==> src/rtl/ecl_pkg.sv <==
`default_nettype none

package ecl_pkg;

   //////////////////////////////
   // instruction fields
   //////////////////////////////

   localparam int REG_ADDR_W  = 5;
   localparam int INST_RD_LSB = 0;
   localparam int INST_RJ_LSB = 5;
   localparam int INST_RK_LSB = 10;

   // unit op code widths
   localparam int ALU_CODE_W = 5;
   localparam int LSU_CODE_W = 8;
   localparam int BRU_CODE_W = 4;

   typedef logic [REG_ADDR_W-1:0] reg_addr_t;

   //////////////////////////////
   // control bundles
   //////////////////////////////

   // decoded op as delivered by fetch
   typedef struct packed {
      logic                  lsu_related;
      logic                  bru_related;
      logic                  pc_related;
      logic                  rd_as_rj;
      logic                  rd_read;
      logic                  use_imm;
      logic                  double_read;
      logic                  double_word;
      logic [ALU_CODE_W-1:0] alu_code;
      logic [LSU_CODE_W-1:0] lsu_code;
      logic [BRU_CODE_W-1:0] bru_code;
   } dec_op_t;

   // register file write heading for w
   typedef struct packed {
      reg_addr_t rd;
      logic      wen;
   } wb_ctl_t;

   typedef struct packed {
      logic                  valid;
      logic [LSU_CODE_W-1:0] op;
      reg_addr_t             rd;
      logic                  wen;
   } lsu_ctl_t;

   typedef struct packed {
      logic                  valid;
      logic [BRU_CODE_W-1:0] op;
   } bru_ctl_t;

   // sources and mux hints for the e-stage forwarding
   typedef struct packed {
      reg_addr_t rs1;
      reg_addr_t rs2;
      logic      a_use_other;
      logic      b_use_other;
      logic      double_read;
   } byp_ctl_t;

endpackage

`default_nettype wire

==> src/rtl/ecl_stage_reg.sv <==
`timescale 1ns/1ps
`default_nettype none

module ecl_stage_reg #(
   parameter type payload_t = logic
) (
   input  wire          clk,
   input  wire          rst,
   input  var payload_t d,
   output payload_t     q
);

   // one pipeline crossing, cleared to an idle payload
   always_ff @(posedge clk) begin
      if (rst) begin
         q <= '0;
      end else begin
         q <= d;
      end
   end

endmodule

`default_nettype wire

==> src/rtl/ecl_decode.sv <==
`timescale 1ns/1ps
`default_nettype none

module ecl_decode
   import ecl_pkg::*;
#(
   parameter int GRLEN = 32
) (
   input  wire                   clk,
   input  wire                   rst,
   input  wire                   valid_d,
   input  wire [31:0]            inst_d,
   input  wire [GRLEN-1:0]       pc_d,
   input  wire [GRLEN-1:0]       imm_d,
   input  wire [GRLEN-1:0]       br_offs_d,
   input  wire [GRLEN-1:0]       rs1_data_d,
   input  wire [GRLEN-1:0]       rs2_data_d,
   input  var dec_op_t           op_d,
   input  wire                   rf_wen_d,
   input  var reg_addr_t         rf_target_d,
   input  wire                   br_taken_e,
   input  wire                   lsu_finish_m,
   output reg_addr_t             rs1_d,
   output reg_addr_t             rs2_d,
   output byp_ctl_t              byp_e,
   output logic [GRLEN-1:0]      a_base_e,
   output logic [GRLEN-1:0]      b_base_e,
   output logic [GRLEN-1:0]      imm_e,
   output logic [GRLEN-1:0]      bru_pc_e,
   output logic [GRLEN-1:0]      bru_offs_e,
   output logic [ALU_CODE_W-1:0] alu_op_e,
   output logic                  alu_double_word_e,
   output lsu_ctl_t              lsu_e,
   output bru_ctl_t              bru_e,
   output wb_ctl_t               alu_wb_e,
   output logic                  exu_br_taken_e,
   output logic                  stall_req
);

   logic                kill_d;
   logic                inst_vld_d;
   logic                alu_dispatch_d;
   logic                lsu_dispatch_d;
   logic                bru_dispatch_d;
   logic                b_imm_d;
   logic [GRLEN-1:0]    a_base_d;
   logic [GRLEN-1:0]    b_base_d;
   logic [ALU_CODE_W:0] alu_ctl_d;
   logic [ALU_CODE_W:0] alu_ctl_e;
   byp_ctl_t            byp_d;
   lsu_ctl_t            lsu_d;
   bru_ctl_t            bru_d;
   wb_ctl_t             alu_wb_d;
   logic                lsu_stall_q;
   logic                lsu_stall_next;

   //////////////////////////////
   // kill and dispatch
   //////////////////////////////

   // taken branch in e squashes the instruction behind it
   assign kill_d         = bru_e.valid & br_taken_e;
   assign exu_br_taken_e = kill_d;
   assign inst_vld_d     = valid_d & ~kill_d;

   assign lsu_dispatch_d = op_d.lsu_related & inst_vld_d;
   assign bru_dispatch_d = op_d.bru_related & inst_vld_d;
   assign alu_dispatch_d = ~op_d.lsu_related & ~op_d.bru_related & inst_vld_d;

   // register file read ports
   assign rs1_d = op_d.rd_as_rj ? inst_d[INST_RD_LSB +: REG_ADDR_W]
                                : inst_d[INST_RJ_LSB +: REG_ADDR_W];
   assign rs2_d = op_d.rd_read  ? inst_d[INST_RD_LSB +: REG_ADDR_W]
                                : inst_d[INST_RK_LSB +: REG_ADDR_W];

   // immediate only replaces b for alu ops
   assign b_imm_d  = op_d.use_imm & alu_dispatch_d;
   assign a_base_d = op_d.pc_related ? pc_d : rs1_data_d;
   assign b_base_d = b_imm_d ? imm_d : rs2_data_d;

   assign byp_d = '{rs1:         rs1_d,
                    rs2:         rs2_d,
                    a_use_other: op_d.pc_related,
                    b_use_other: b_imm_d | (op_d.double_read & lsu_dispatch_d),
                    double_read: op_d.double_read & lsu_dispatch_d};

   assign lsu_d    = '{valid: lsu_dispatch_d, op: op_d.lsu_code,
                       rd: rf_target_d, wen: rf_wen_d & lsu_dispatch_d};
   assign bru_d    = '{valid: bru_dispatch_d, op: op_d.bru_code};
   // rd rides along for branch link writes too
   assign alu_wb_d = '{rd: rf_target_d, wen: rf_wen_d & alu_dispatch_d};

   assign alu_ctl_d = {op_d.double_word, op_d.alu_code};
   assign {alu_double_word_e, alu_op_e} = alu_ctl_e;

   //////////////////////////////
   // d to e
   //////////////////////////////

   ecl_stage_reg #(.payload_t(byp_ctl_t)) byp_d2e_reg (
      .clk, .rst, .d(byp_d), .q(byp_e));
   ecl_stage_reg #(.payload_t(logic [GRLEN-1:0])) a_base_d2e_reg (
      .clk, .rst, .d(a_base_d), .q(a_base_e));
   ecl_stage_reg #(.payload_t(logic [GRLEN-1:0])) b_base_d2e_reg (
      .clk, .rst, .d(b_base_d), .q(b_base_e));
   ecl_stage_reg #(.payload_t(logic [GRLEN-1:0])) imm_d2e_reg (
      .clk, .rst, .d(imm_d), .q(imm_e));
   ecl_stage_reg #(.payload_t(logic [GRLEN-1:0])) bru_pc_d2e_reg (
      .clk, .rst, .d(pc_d), .q(bru_pc_e));
   ecl_stage_reg #(.payload_t(logic [GRLEN-1:0])) bru_offs_d2e_reg (
      .clk, .rst, .d(br_offs_d), .q(bru_offs_e));
   ecl_stage_reg #(.payload_t(logic [ALU_CODE_W:0])) alu_ctl_d2e_reg (
      .clk, .rst, .d(alu_ctl_d), .q(alu_ctl_e));
   ecl_stage_reg #(.payload_t(lsu_ctl_t)) lsu_d2e_reg (
      .clk, .rst, .d(lsu_d), .q(lsu_e));
   ecl_stage_reg #(.payload_t(bru_ctl_t)) bru_d2e_reg (
      .clk, .rst, .d(bru_d), .q(bru_e));
   ecl_stage_reg #(.payload_t(wb_ctl_t)) alu_wb_d2e_reg (
      .clk, .rst, .d(alu_wb_d), .q(alu_wb_e));

   // load/store keeps fetch informed until the unit is done
   assign lsu_stall_next = lsu_dispatch_d | (lsu_stall_q & ~lsu_finish_m);
   assign stall_req      = lsu_stall_next;

   ecl_stage_reg #(.payload_t(logic)) lsu_stall_reg (
      .clk, .rst, .d(lsu_stall_next), .q(lsu_stall_q));

   assert property (@(posedge clk) disable iff (rst)
      $onehot0({alu_dispatch_d, lsu_dispatch_d, bru_dispatch_d}));

endmodule

`default_nettype wire

==> src/rtl/ecl_bypass.sv <==
`timescale 1ns/1ps
`default_nettype none

module ecl_bypass
   import ecl_pkg::*;
#(
   parameter int GRLEN = 32
) (
   input  var byp_ctl_t     byp_e,
   input  wire [GRLEN-1:0]  a_base_e,
   input  wire [GRLEN-1:0]  b_base_e,
   input  wire [GRLEN-1:0]  imm_e,
   input  var reg_addr_t    rd_m,
   input  var reg_addr_t    rd_w,
   input  wire              wen_m,
   input  wire              wen_w,
   input  wire [GRLEN-1:0]  rd_data_m,
   input  wire [GRLEN-1:0]  rd_data_w,
   output logic [GRLEN-1:0] alu_a_e,
   output logic [GRLEN-1:0] alu_b_e,
   output logic [GRLEN-1:0] lsu_offset_e
);

   // select bits are {base, m, w}
   logic [2:0] a_sel;
   logic [2:0] b_sel;

   //////////////////////////////
   // forwarding select
   //////////////////////////////

   // m is younger and wins over w
   function automatic logic [2:0] fwd_sel(reg_addr_t rs, logic use_other);
      logic can_fwd;
      logic hit_m;
      logic hit_w;
      can_fwd = (rs != '0) && !use_other;
      hit_m   = can_fwd && wen_m && (rs == rd_m);
      hit_w   = can_fwd && wen_w && (rs == rd_w) && !hit_m;
      return {!hit_m && !hit_w, hit_m, hit_w};
   endfunction

   // and-or mux
   function automatic logic [GRLEN-1:0] fwd_mux(logic [2:0] sel, logic [GRLEN-1:0] base);
      return ({GRLEN{sel[2]}} & base)
           | ({GRLEN{sel[1]}} & rd_data_m)
           | ({GRLEN{sel[0]}} & rd_data_w);
   endfunction

   always_comb begin
      a_sel = fwd_sel(byp_e.rs1, byp_e.a_use_other);
      b_sel = fwd_sel(byp_e.rs2, byp_e.b_use_other);
   end

   //////////////////////////////
   // operands
   //////////////////////////////

   always_comb begin
      alu_a_e = fwd_mux(a_sel, a_base_e);
      alu_b_e = fwd_mux(b_sel, b_base_e);
   end

   // register offset for indexed access, immediate otherwise
   assign lsu_offset_e = byp_e.double_read ? alu_b_e : imm_e;

endmodule

`default_nettype wire

==> src/rtl/ecl_writeback.sv <==
`timescale 1ns/1ps
`default_nettype none

module ecl_writeback
   import ecl_pkg::*;
#(
   parameter int GRLEN = 32
) (
   input  wire              clk,
   input  wire              rst,
   input  var wb_ctl_t      alu_wb_e,
   input  wire [GRLEN-1:0]  alu_res_e,
   input  wire [GRLEN-1:0]  bru_link_pc_e,
   input  wire              bru_wen_e,
   input  wire              lsu_finish_m,
   input  var reg_addr_t    lsu_rd_m,
   input  wire              lsu_wen_m,
   input  wire [GRLEN-1:0]  lsu_rdata_m,
   output reg_addr_t        rd_m,
   output reg_addr_t        rd_w,
   output logic             wen_m,
   output logic             wen_w,
   output logic [GRLEN-1:0] rd_data_m,
   output logic [GRLEN-1:0] rd_data_w
);

   wb_ctl_t          alu_wb_m;
   logic [GRLEN-1:0] alu_res_m;
   logic [GRLEN-1:0] bru_link_pc_m;
   logic             bru_wen_m;
   wb_ctl_t          wb_m;
   wb_ctl_t          wb_w;

   //////////////////////////////
   // e to m
   //////////////////////////////

   ecl_stage_reg #(.payload_t(wb_ctl_t)) alu_wb_e2m_reg (
      .clk, .rst, .d(alu_wb_e), .q(alu_wb_m));
   ecl_stage_reg #(.payload_t(logic [GRLEN-1:0])) alu_res_e2m_reg (
      .clk, .rst, .d(alu_res_e), .q(alu_res_m));
   ecl_stage_reg #(.payload_t(logic [GRLEN-1:0])) bru_link_pc_e2m_reg (
      .clk, .rst, .d(bru_link_pc_e), .q(bru_link_pc_m));
   ecl_stage_reg #(.payload_t(logic)) bru_wen_e2m_reg (
      .clk, .rst, .d(bru_wen_e), .q(bru_wen_m));

   //////////////////////////////
   // m-stage select
   //////////////////////////////

   // lsu tracks its own rd, branch shares the alu one
   assign rd_m  = lsu_finish_m ? lsu_rd_m : alu_wb_m.rd;
   assign wen_m = alu_wb_m.wen | bru_wen_m | (lsu_wen_m & lsu_finish_m);

   // alu result unless another unit claims the slot
   assign rd_data_m = lsu_finish_m ? lsu_rdata_m
                    : bru_wen_m    ? bru_link_pc_m
                    :                alu_res_m;

   assign wb_m = '{rd: rd_m, wen: wen_m};

   //////////////////////////////
   // m to w
   //////////////////////////////

   ecl_stage_reg #(.payload_t(wb_ctl_t)) wb_m2w_reg (
      .clk, .rst, .d(wb_m), .q(wb_w));
   ecl_stage_reg #(.payload_t(logic [GRLEN-1:0])) rd_data_m2w_reg (
      .clk, .rst, .d(rd_data_m), .q(rd_data_w));

   assign rd_w  = wb_w.rd;
   assign wen_w = wb_w.wen;

   // a write must land on a real register index
   assert property (@(posedge clk) disable iff (rst)
      wen_w |-> !$isunknown(rd_w));

endmodule

`default_nettype wire

==> src/rtl/exu_ecl.sv <==
`timescale 1ns/1ps
`default_nettype none

module exu_ecl
   import ecl_pkg::*;
#(
   parameter int GRLEN = 32
) (
   input  wire                   clk,
   input  wire                   rst,
   // decode stage
   input  wire                   valid_d,
   input  wire [31:0]            inst_d,
   input  wire [GRLEN-1:0]       pc_d,
   input  wire [GRLEN-1:0]       imm_d,
   input  wire [GRLEN-1:0]       br_offs_d,
   input  wire [GRLEN-1:0]       rs1_data_d,
   input  wire [GRLEN-1:0]       rs2_data_d,
   input  var dec_op_t           op_d,
   input  wire                   rf_wen_d,
   input  var reg_addr_t         rf_target_d,
   output reg_addr_t             rs1_d,
   output reg_addr_t             rs2_d,
   // alu
   output logic [GRLEN-1:0]      alu_a_e,
   output logic [GRLEN-1:0]      alu_b_e,
   output logic [ALU_CODE_W-1:0] alu_op_e,
   output logic                  alu_double_word_e,
   input  wire [GRLEN-1:0]       alu_res_e,
   // lsu
   output lsu_ctl_t              lsu_e,
   output logic [GRLEN-1:0]      lsu_base_e,
   output logic [GRLEN-1:0]      lsu_offset_e,
   output logic [GRLEN-1:0]      lsu_wdata_e,
   input  wire                   lsu_finish_m,
   input  var reg_addr_t         lsu_rd_m,
   input  wire                   lsu_wen_m,
   input  wire [GRLEN-1:0]       lsu_rdata_m,
   // bru
   output bru_ctl_t              bru_e,
   output logic [GRLEN-1:0]      bru_a_e,
   output logic [GRLEN-1:0]      bru_b_e,
   output logic [GRLEN-1:0]      bru_pc_e,
   output logic [GRLEN-1:0]      bru_offs_e,
   input  wire                   br_taken_e,
   input  wire [GRLEN-1:0]       bru_link_pc_e,
   input  wire                   bru_wen_e,
   // fetch feedback
   output logic                  exu_ifu_br_taken_e,
   output logic                  exu_ifu_stall_req,
   // register file write
   output reg_addr_t             irf_rd_w,
   output logic                  irf_wen_w,
   output logic [GRLEN-1:0]      irf_rd_data_w
);

   byp_ctl_t         byp_e;
   logic [GRLEN-1:0] a_base_e;
   logic [GRLEN-1:0] b_base_e;
   logic [GRLEN-1:0] imm_e;
   wb_ctl_t          alu_wb_e;
   reg_addr_t        rd_m;
   logic             wen_m;
   logic [GRLEN-1:0] rd_data_m;

   ecl_decode #(.GRLEN(GRLEN)) decode_stage (
      .clk, .rst, .valid_d, .inst_d, .pc_d, .imm_d, .br_offs_d,
      .rs1_data_d, .rs2_data_d, .op_d, .rf_wen_d, .rf_target_d,
      .br_taken_e, .lsu_finish_m,
      .rs1_d, .rs2_d, .byp_e, .a_base_e, .b_base_e, .imm_e,
      .bru_pc_e, .bru_offs_e, .alu_op_e, .alu_double_word_e,
      .lsu_e, .bru_e, .alu_wb_e,
      .exu_br_taken_e (exu_ifu_br_taken_e),
      .stall_req      (exu_ifu_stall_req));

   ecl_bypass #(.GRLEN(GRLEN)) bypass_unit (
      .byp_e, .a_base_e, .b_base_e, .imm_e,
      .rd_m, .wen_m, .rd_data_m,
      .rd_w      (irf_rd_w),
      .wen_w     (irf_wen_w),
      .rd_data_w (irf_rd_data_w),
      .alu_a_e, .alu_b_e, .lsu_offset_e);

   ecl_writeback #(.GRLEN(GRLEN)) wb_unit (
      .clk, .rst, .alu_wb_e, .alu_res_e, .bru_link_pc_e, .bru_wen_e,
      .lsu_finish_m, .lsu_rd_m, .lsu_wen_m, .lsu_rdata_m,
      .rd_m, .wen_m, .rd_data_m,
      .rd_w      (irf_rd_w),
      .wen_w     (irf_wen_w),
      .rd_data_w (irf_rd_data_w));

   // forwarded operands fan out to lsu and bru
   assign lsu_base_e  = alu_a_e;
   assign lsu_wdata_e = alu_b_e;
   assign bru_a_e     = alu_a_e;
   assign bru_b_e     = alu_b_e;

endmodule

`default_nettype wire

==> config.mk <==
export PLATFORM = sky130hd
export DESIGN_NAME = exu_ecl
export DESIGN_NICKNAME = d
export VERILOG_FILES = /design/src/rtl/ecl_pkg.sv /design/src/rtl/ecl_stage_reg.sv /design/src/rtl/ecl_decode.sv /design/src/rtl/ecl_bypass.sv /design/src/rtl/ecl_writeback.sv /design/src/rtl/exu_ecl.sv
export SDC_FILE = /design/constraint.sdc
export NUM_CORES = 1
export LEC_CHECK = 0
export BUFFER_PORTS_ARGS = -buffer_cell sky130_fd_sc_hd__buf_2
export CAP_MARGIN = 20
export CORE_AREA = 5 5 269 271
export DETAILED_ROUTE_END_ITERATION = 16
export DIE_AREA = 0 0 274 276
export PLACE_DENSITY_LB_ADDON = 0.12
export REMOVE_ABC_BUFFERS = 1
export SLEW_MARGIN = 20
export SYNTH_ARGS = -nofsm -noshare
export SYNTH_HDL_FRONTEND = slang
export SYNTH_SLANG_ARGS = --single-unit
==> constraint.sdc <==
create_clock -name clk -period 6.7 [get_ports clk]
set_clock_uncertainty 0.1 [all_clocks]
set_input_delay 1.34 -clock clk [delete_from_list [all_inputs] [get_ports clk]]
set_output_delay 1.34 -clock clk [all_outputs]
set_load 0.01 [all_outputs]
==> results of run 1 <==
==> worst reg2reg max path, cell delays in order (launching register included) <==
cell and delay [ns]:
dfxtp_2 0.34, buf_4 0.56, mux2_2 0.43, mux2i_1 0.50
nor2_1 0.07
==> report_power, final <==
group | internal, mW | switching, mW | leakage, nW
Sequential | 1.95 | 0.0410 | 2.58
Clock | 1.35 | 0.824 | 0.645
Combinational | 0.311 | 0.430 | 5.46
==> metrics by stage <==
| stage | hold WS, ns | setup WS [ns] | utilization (%) | area, um^2 |
|---|---|---|---|---|
| 3_5_place_dp | 0.355 | 0.859 | 23.6 | 16400 |
| 2_1_floorplan | 0.314 | 1.03 | - | 11600 |
| 6_report | 0.357 | 0.976 | 25.5 | 17700 |
| 5_1_grt | 0.371 | 0.750 | 25.5 | 17700 |
| 3_3_place_gp | 0.358 | 0.851 | 23.6 | 16400 |
| 4_1_cts | 0.365 | 0.847 | 25.5 | 17700 |
==> synth_stat cells (all sizes together) <==
library cell	number	area, um^2
dfxtp	310	6210
nor2b	203	1270
mux2i	197	1980
buf	165	1220
nor2	106	398
nand2	68	258
clkbuf	64	240
mux2	42	473
a21oi	34	170
a32oi	32	280
o31ai	32	240
xnor2	14	123
xor2	6	52.6
nor4	5	73.8
and3	4	25.0
and2	3	18.8
inv	2	7.51
nand3	2	10.0
nand4	2	18.8
a211oi	1	7.51
and4	1	8.76
clkinv	1	3.75
nor3	1	5.00
o21ai	1	5.00
or4	1	7.51
==> cells by family (layout without fill, tap and decap cells) <==
kind of cell | Yosys count | count (layout) | share of synthesized area [%]
and+or+nand+nor | 396 | 396 | 16.0
DFF | 310 | 310 | 47.4
muxes | 239 | 239 | 18.7
buffers and inverters | 232 | 765 | 11.2
AOI/OAI and AO/OA | 100 | 100 | 5.37
xor gates and xnor gates | 20 | 20 | 1.34
other | 0 | 4 | 0
==> routing by layer <==
| layer | vias up | routed length (um) | GRT usage [%] |
|---|---|---|---|
| li1 | 5212 | - | - |
| met1 | 5153 | 22200 | 16.5 |
| met2 | 374 | 28900 | 26.3 |
| met3 | 73 | 4180 | 3.78 |
| met4 | 12 | 930 | 2.78 |
| met5 | - | 77 | 0 |
==> how the worst max path moves through the flow <==
stage                  from          end  slack, ns  depth (start not counted)
3_3_place_gp   lsu_finish_m  alu_a_e[12]       0.85                          8
6_report       lsu_finish_m  alu_a_e[12]       0.98                          8
4_1_cts        lsu_finish_m  alu_a_e[16]       0.85                          8
5_1_grt        lsu_finish_m  alu_a_e[12]       0.75                          8
2_1_floorplan  lsu_finish_m   alu_b_e[0]       1.03                          5
3_5_place_dp   lsu_finish_m  alu_a_e[16]       0.86                          8
==> flip-flops by register name, summed over array words and instances, names as in the netlist, 13 cells and up <==
signal                           cells
wb_unit.bru_link_pc_e2m_reg.q       32
wb_unit.alu_res_e2m_reg.q           32
decode_stage.bru_offs_d2e_reg.q     32
decode_stage.bru_pc_d2e_reg.q       32
decode_stage.imm_d2e_reg.q          32
decode_stage.b_base_d2e_reg.q       32
wb_unit.rd_data_m2w_reg.q           32
decode_stage.a_base_d2e_reg.q       32
decode_stage.byp_d2e_reg.q          13
==> final cells by class <==
type                    instances  area [um^2]  area share, %
flip-flops and latches        310         6210           35.0
multi-input cells             755         5460           30.8
diodes                          4         10.0         0.0564
well taps                     940         1180           6.63
inverters                       3         13.8         0.0776
clock inverters                 9          149          0.840
clock buffers                  59         1160           6.56
repair buffers                694         3560           20.1
==> results.json, run 1 <==
{
  "grt.total_usage_pct": 14.2,
  "grt_pass1_vias": 11700,
  "arrival_ns": 4.28,
  "crit_buf_inv": 3,
  "htreeDepth": 2,
  "antenna_left": 0,
  "clock-root-buffer": "clkbuf_16",
  "worstSetupPathType": "input port to output pin",
  "die_h_um": 276,
  "fin_setup_tns_ns": 0,
  "cts_tree": "yes",
  "yosysWarnings": 0,
  "r2r_end": "wb_unit.rd_data_m2w_reg.q[16]$_SDFF_PP0_",
  "rsz0062_at_grt": "no",
  "drv_cap": 0,
  "worstHoldEndpoint": "wb_unit.alu_wb_e2m_reg.q[0]$_SDFF_PP0_",
  "num_vias": 10800,
  "hold_class": "flip-flop to flip-flop",
  "reg2reg_slack_ns": 4.57,
  "cellPowerDensity_mw_per_mm2": 277,
  "hold_depth": 1,
  "cp_slowest_cell": "nand4_4",
  "path_cells": "buf_4 > mux2i_2 > xnor2_1 > nor4_2 > nand4_4 > buf_12 > mux2i_1 > buf_2",
  "r2r_cells": 4,
  "antenna_found_initial": 13,
  "status": "completed",
  "max_freq_ghz": 0.175,
  "final_max_slew_viol_count": 0,
  "slew_headroom_pct": 29.2,
  "grt_max_degree": 155,
  "wl_mm": 56.2,
  "yosys_register_bits": 310,
  "post-cts-setup-buffers": 0,
  "cts_buffers": 41,
  "max-vdd-ir-drop_uv": 140,
  "gp_congestion": 0.756,
  "layout_common_cells": "674 x buf_2, 309 x dfxtp_1, 203 x nor2b_1",
  "grt_overflow": 0,
  "totalPowerFinal_mw": 4.90,
  "grt_pass1_wl_mm": 80.5,
  "ys_types": 34,
  "final_net_count": 2136,
  "hpwl_mm": 41.7,
  "synth_area_mm2": 0.0131,
  "final_common_cell": "buf_2",
  "place_inst": 2702,
  "first_iter_violations": 327,
  "finalSetupViolCount": 0,
  "avgRoutedWirePerCell_um": 20.3,
  "area_growth_pct": 35.4,
  "worstPathMaxFanout": 17,
  "p_leak_nw": 8.68,
  "ios": 695,
  "rows": 97,
  "min_period_over_period_pct": 85.4,
  "clk_pin_slew_worst_paths_ns": 0.05,
  "clock_path_buffers": 3,
  "hold_start": "decode_stage.alu_wb_d2e_reg.q[0]$_SDFF_PP0_",
  "fillCellCount": 7631,
  "die_w_um": 274,
  "cp_slowest_stage_delay_ns": 0.55,
  "clk_latency_ns": 0.53,
  "port_buffers": 677,
  "layout.cells.non_filler": 2774,
  "dr.pass1.iters": 4,
  "seq_area_frac_synth_pct": 47.4,
  "cts_resized": 0,
  "synthCells": 1297,
  "r2r_start": "wb_unit.bru_wen_e2m_reg.q$_SDFF_PP0_",
  "cp-start-kind": "input port",
  "die_area_mm2": 0.0756,
  "hold_viol": 0,
  "cp_top_family": "buffers and inverters",
  "avgSynthCellArea_um2": 10.1,
  "cts.sinks": 310,
  "drive_gt1_share_pct": 44.1,
  "cts_hold_buf": 0,
  "period_minus_slack_ns": 5.72,
  "worst_pin_slew_ns": 1.06,
  "drc_errors": 0,
  "cp.required_ns": 5.26,
  "vias_per_cell": 3.90,
  "end_kind": "output pin",
  "design.core.area_mm2": 0.0695,
  "initial_core_util_pct": 18.8
}
Note: power is estimated with default switching activity, not from simulation.
==> run 2: changes to the inputs <==
--- a/config.mk
+++ b/config.mk
@@ -8,9 +8,10 @@
 export BUFFER_PORTS_ARGS = -buffer_cell sky130_fd_sc_hd__buf_2
 export CAP_MARGIN = 20
 export CORE_AREA = 5 5 269 271
+export CTS_CLUSTER_DIAMETER = 40
 export DETAILED_ROUTE_END_ITERATION = 16
 export DIE_AREA = 0 0 274 276
-export PLACE_DENSITY_LB_ADDON = 0.12
+export PLACE_DENSITY = 0.48
 export REMOVE_ABC_BUFFERS = 1
 export SLEW_MARGIN = 20
 export SYNTH_ARGS = -nofsm -noshare
==> results.json, run 2 (same netlist as run 1, synthesis figures left out) <==
{
  "status": "completed",
  "max_freq_ghz": 0.185,
  "die_h_um": 276,
  "period_minus_slack_ns": 5.41,
  "hpwl_mm": 39.3,
  "cts_resized": 0,
  "cellPowerDensity_mw_per_mm2": 315,
  "port_buffers": 677,
  "cts_hold_buf": 0,
  "p_leak_nw": 9.05,
  "layout_common_cells": "674 x buf_2, 309 x dfxtp_1, 203 x nor2b_1",
  "grt_pass1_vias": 11500,
  "drv_cap": 0,
  "hold_viol": 0,
  "cts.sinks": 310,
  "grt.total_usage_pct": 12.9,
  "end_kind": "output pin",
  "slew_headroom_pct": 27.6,
  "rows": 97,
  "antenna_found_initial": 5,
  "drive_gt1_share_pct": 45.6,
  "worst_pin_slew_ns": 1.09,
  "initial_core_util_pct": 18.8,
  "post-cts-setup-buffers": 0,
  "vias_per_cell": 3.92,
  "cp.required_ns": 5.26,
  "final_net_count": 2156,
  "clock-root-buffer": "clkbuf_16",
  "final_common_cell": "buf_2",
  "grt_pass1_wl_mm": 74.6,
  "hold_depth": 1,
  "fin_setup_tns_ns": 0,
  "avgRoutedWirePerCell_um": 18.6,
  "rsz0062_at_grt": "no",
  "cp-start-kind": "input port",
  "dr.pass1.iters": 4,
  "r2r_cells": 6,
  "htreeDepth": 2,
  "design.core.area_mm2": 0.0695,
  "die_area_mm2": 0.0756,
  "final_max_slew_viol_count": 0,
  "grt_max_degree": 142,
  "max-vdd-ir-drop_uv": 186,
  "cts_buffers": 59,
  "antenna_left": 0,
  "min_period_over_period_pct": 80.8,
  "totalPowerFinal_mw": 5.84,
  "worstSetupPathType": "input port to output pin",
  "finalSetupViolCount": 0,
  "arrival_ns": 3.97,
  "crit_path_start": "lsu_finish_m",
  "clock_path_buffers": 3,
  "hold_start": "decode_stage.alu_wb_d2e_reg.q[0]$_SDFF_PP0_",
  "wl_mm": 52.4,
  "grt_overflow": 0,
  "cts_tree": "yes",
  "die_w_um": 274,
  "first_iter_violations": 415,
  "hold_class": "flip-flop to flip-flop",
  "worstPathMaxFanout": 18,
  "clk_pin_slew_worst_paths_ns": 0.05,
  "gp_congestion": 0.775,
  "drc_errors": 0,
  "clk_latency_ns": 0.58,
  "num_vias": 11000,
  "area_growth_pct": 41.4,
  "ios": 695,
  "r2r_start": "decode_stage.bru_d2e_reg.q[4]$_SDFF_PP0_"
}
[run 2: changes by cell type in the layout (fill, tap and decap cells not counted), moves of 2 or more]
cell and change:
inv_6 +3, buf_4 +3, clkbuf_16 +20, clkbuf_1 -4, clkinv_4 +2, bufinv_16 +6
clkbuf_8 -2, clkinv_2 +7, clkinvlp_4 +9
[run 2: final cells by class]
cell class                      instances  area (um^2)
Fill cell                            7531        51000
Sequential cell                       310         6210
Multi-Input combinational cell        755         5460
Timing Repair Buffer                  696         3560
Clock buffer                           73         1620
Tap cell                              940         1180
Clock inverter                         36          475
Inverter                                3         13.8
Antenna cell                            3         7.51
[run 2: path summary, 6_finish.rpt]
path / end / slack [ns]
setup / recovery: lsu_base_e[31] / 1.29
setup reg to reg: decode_stage.b_base_d2e_reg.q[31]$_SDFF_PP0_ / 4.18
hold / removal: wb_unit.alu_wb_e2m_reg.q[0]$_SDFF_PP0_ / 0.34
hold reg to reg: wb_unit.alu_wb_e2m_reg.q[0]$_SDFF_PP0_ / 0.34
[run 2: where the power goes]
| group | switching [mW] | internal, mW | total, mW |
|---|---|---|---|
| clock network | 1.02 | 2.09 | 3.11 |
| registers | 0.0425 | 1.95 | 2.00 |
| logic | 0.424 | 0.311 | 0.736 |
| total | 1.48 | 4.36 | 5.84 |
[run 2: per-layer routing]
metal | up-vias | share of wire [%] | GRT usage (%)
met5 | - | 0.052 | 0
met4 | 4 | 2.6 | 3.85
met3 | 92 | 7.6 | 3.50
met2 | 484 | 50 | 22.9
met1 | 5184 | 40 | 15.2
li1 | 5262 | - | -
[run 2: worst max-delay path, cell delays in order]
cell	delay, ns
buf_4	0.19
mux2i_2	0.36
xnor2_1	0.14
nor4_2	0.38
nand4_4	0.38
buf_4	0.41
mux2i_1	0.51
buf_2	0.23
[run 2: through the flow]
| stage | area, um^2 | setup WS [ns] | utilization, % | std cells | hold slack [ns] |
|---|---|---|---|---|---|
| 2_1_floorplan | 11600 | 1.03 | - | 1068 | 0.314 |
| 3_3_place_gp | 16400 | 1.26 | 23.6 | 2704 | 0.347 |
| 3_5_place_dp | 16400 | 1.20 | 23.6 | 2704 | 0.340 |
| 4_1_cts | 18500 | 1.19 | 26.6 | 2813 | 0.350 |
| 5_1_grt | 18500 | 1.11 | 26.6 | 2814 | 0.360 |
| 6_report | 18500 | 1.29 | 26.6 | 2816 | 0.344 |
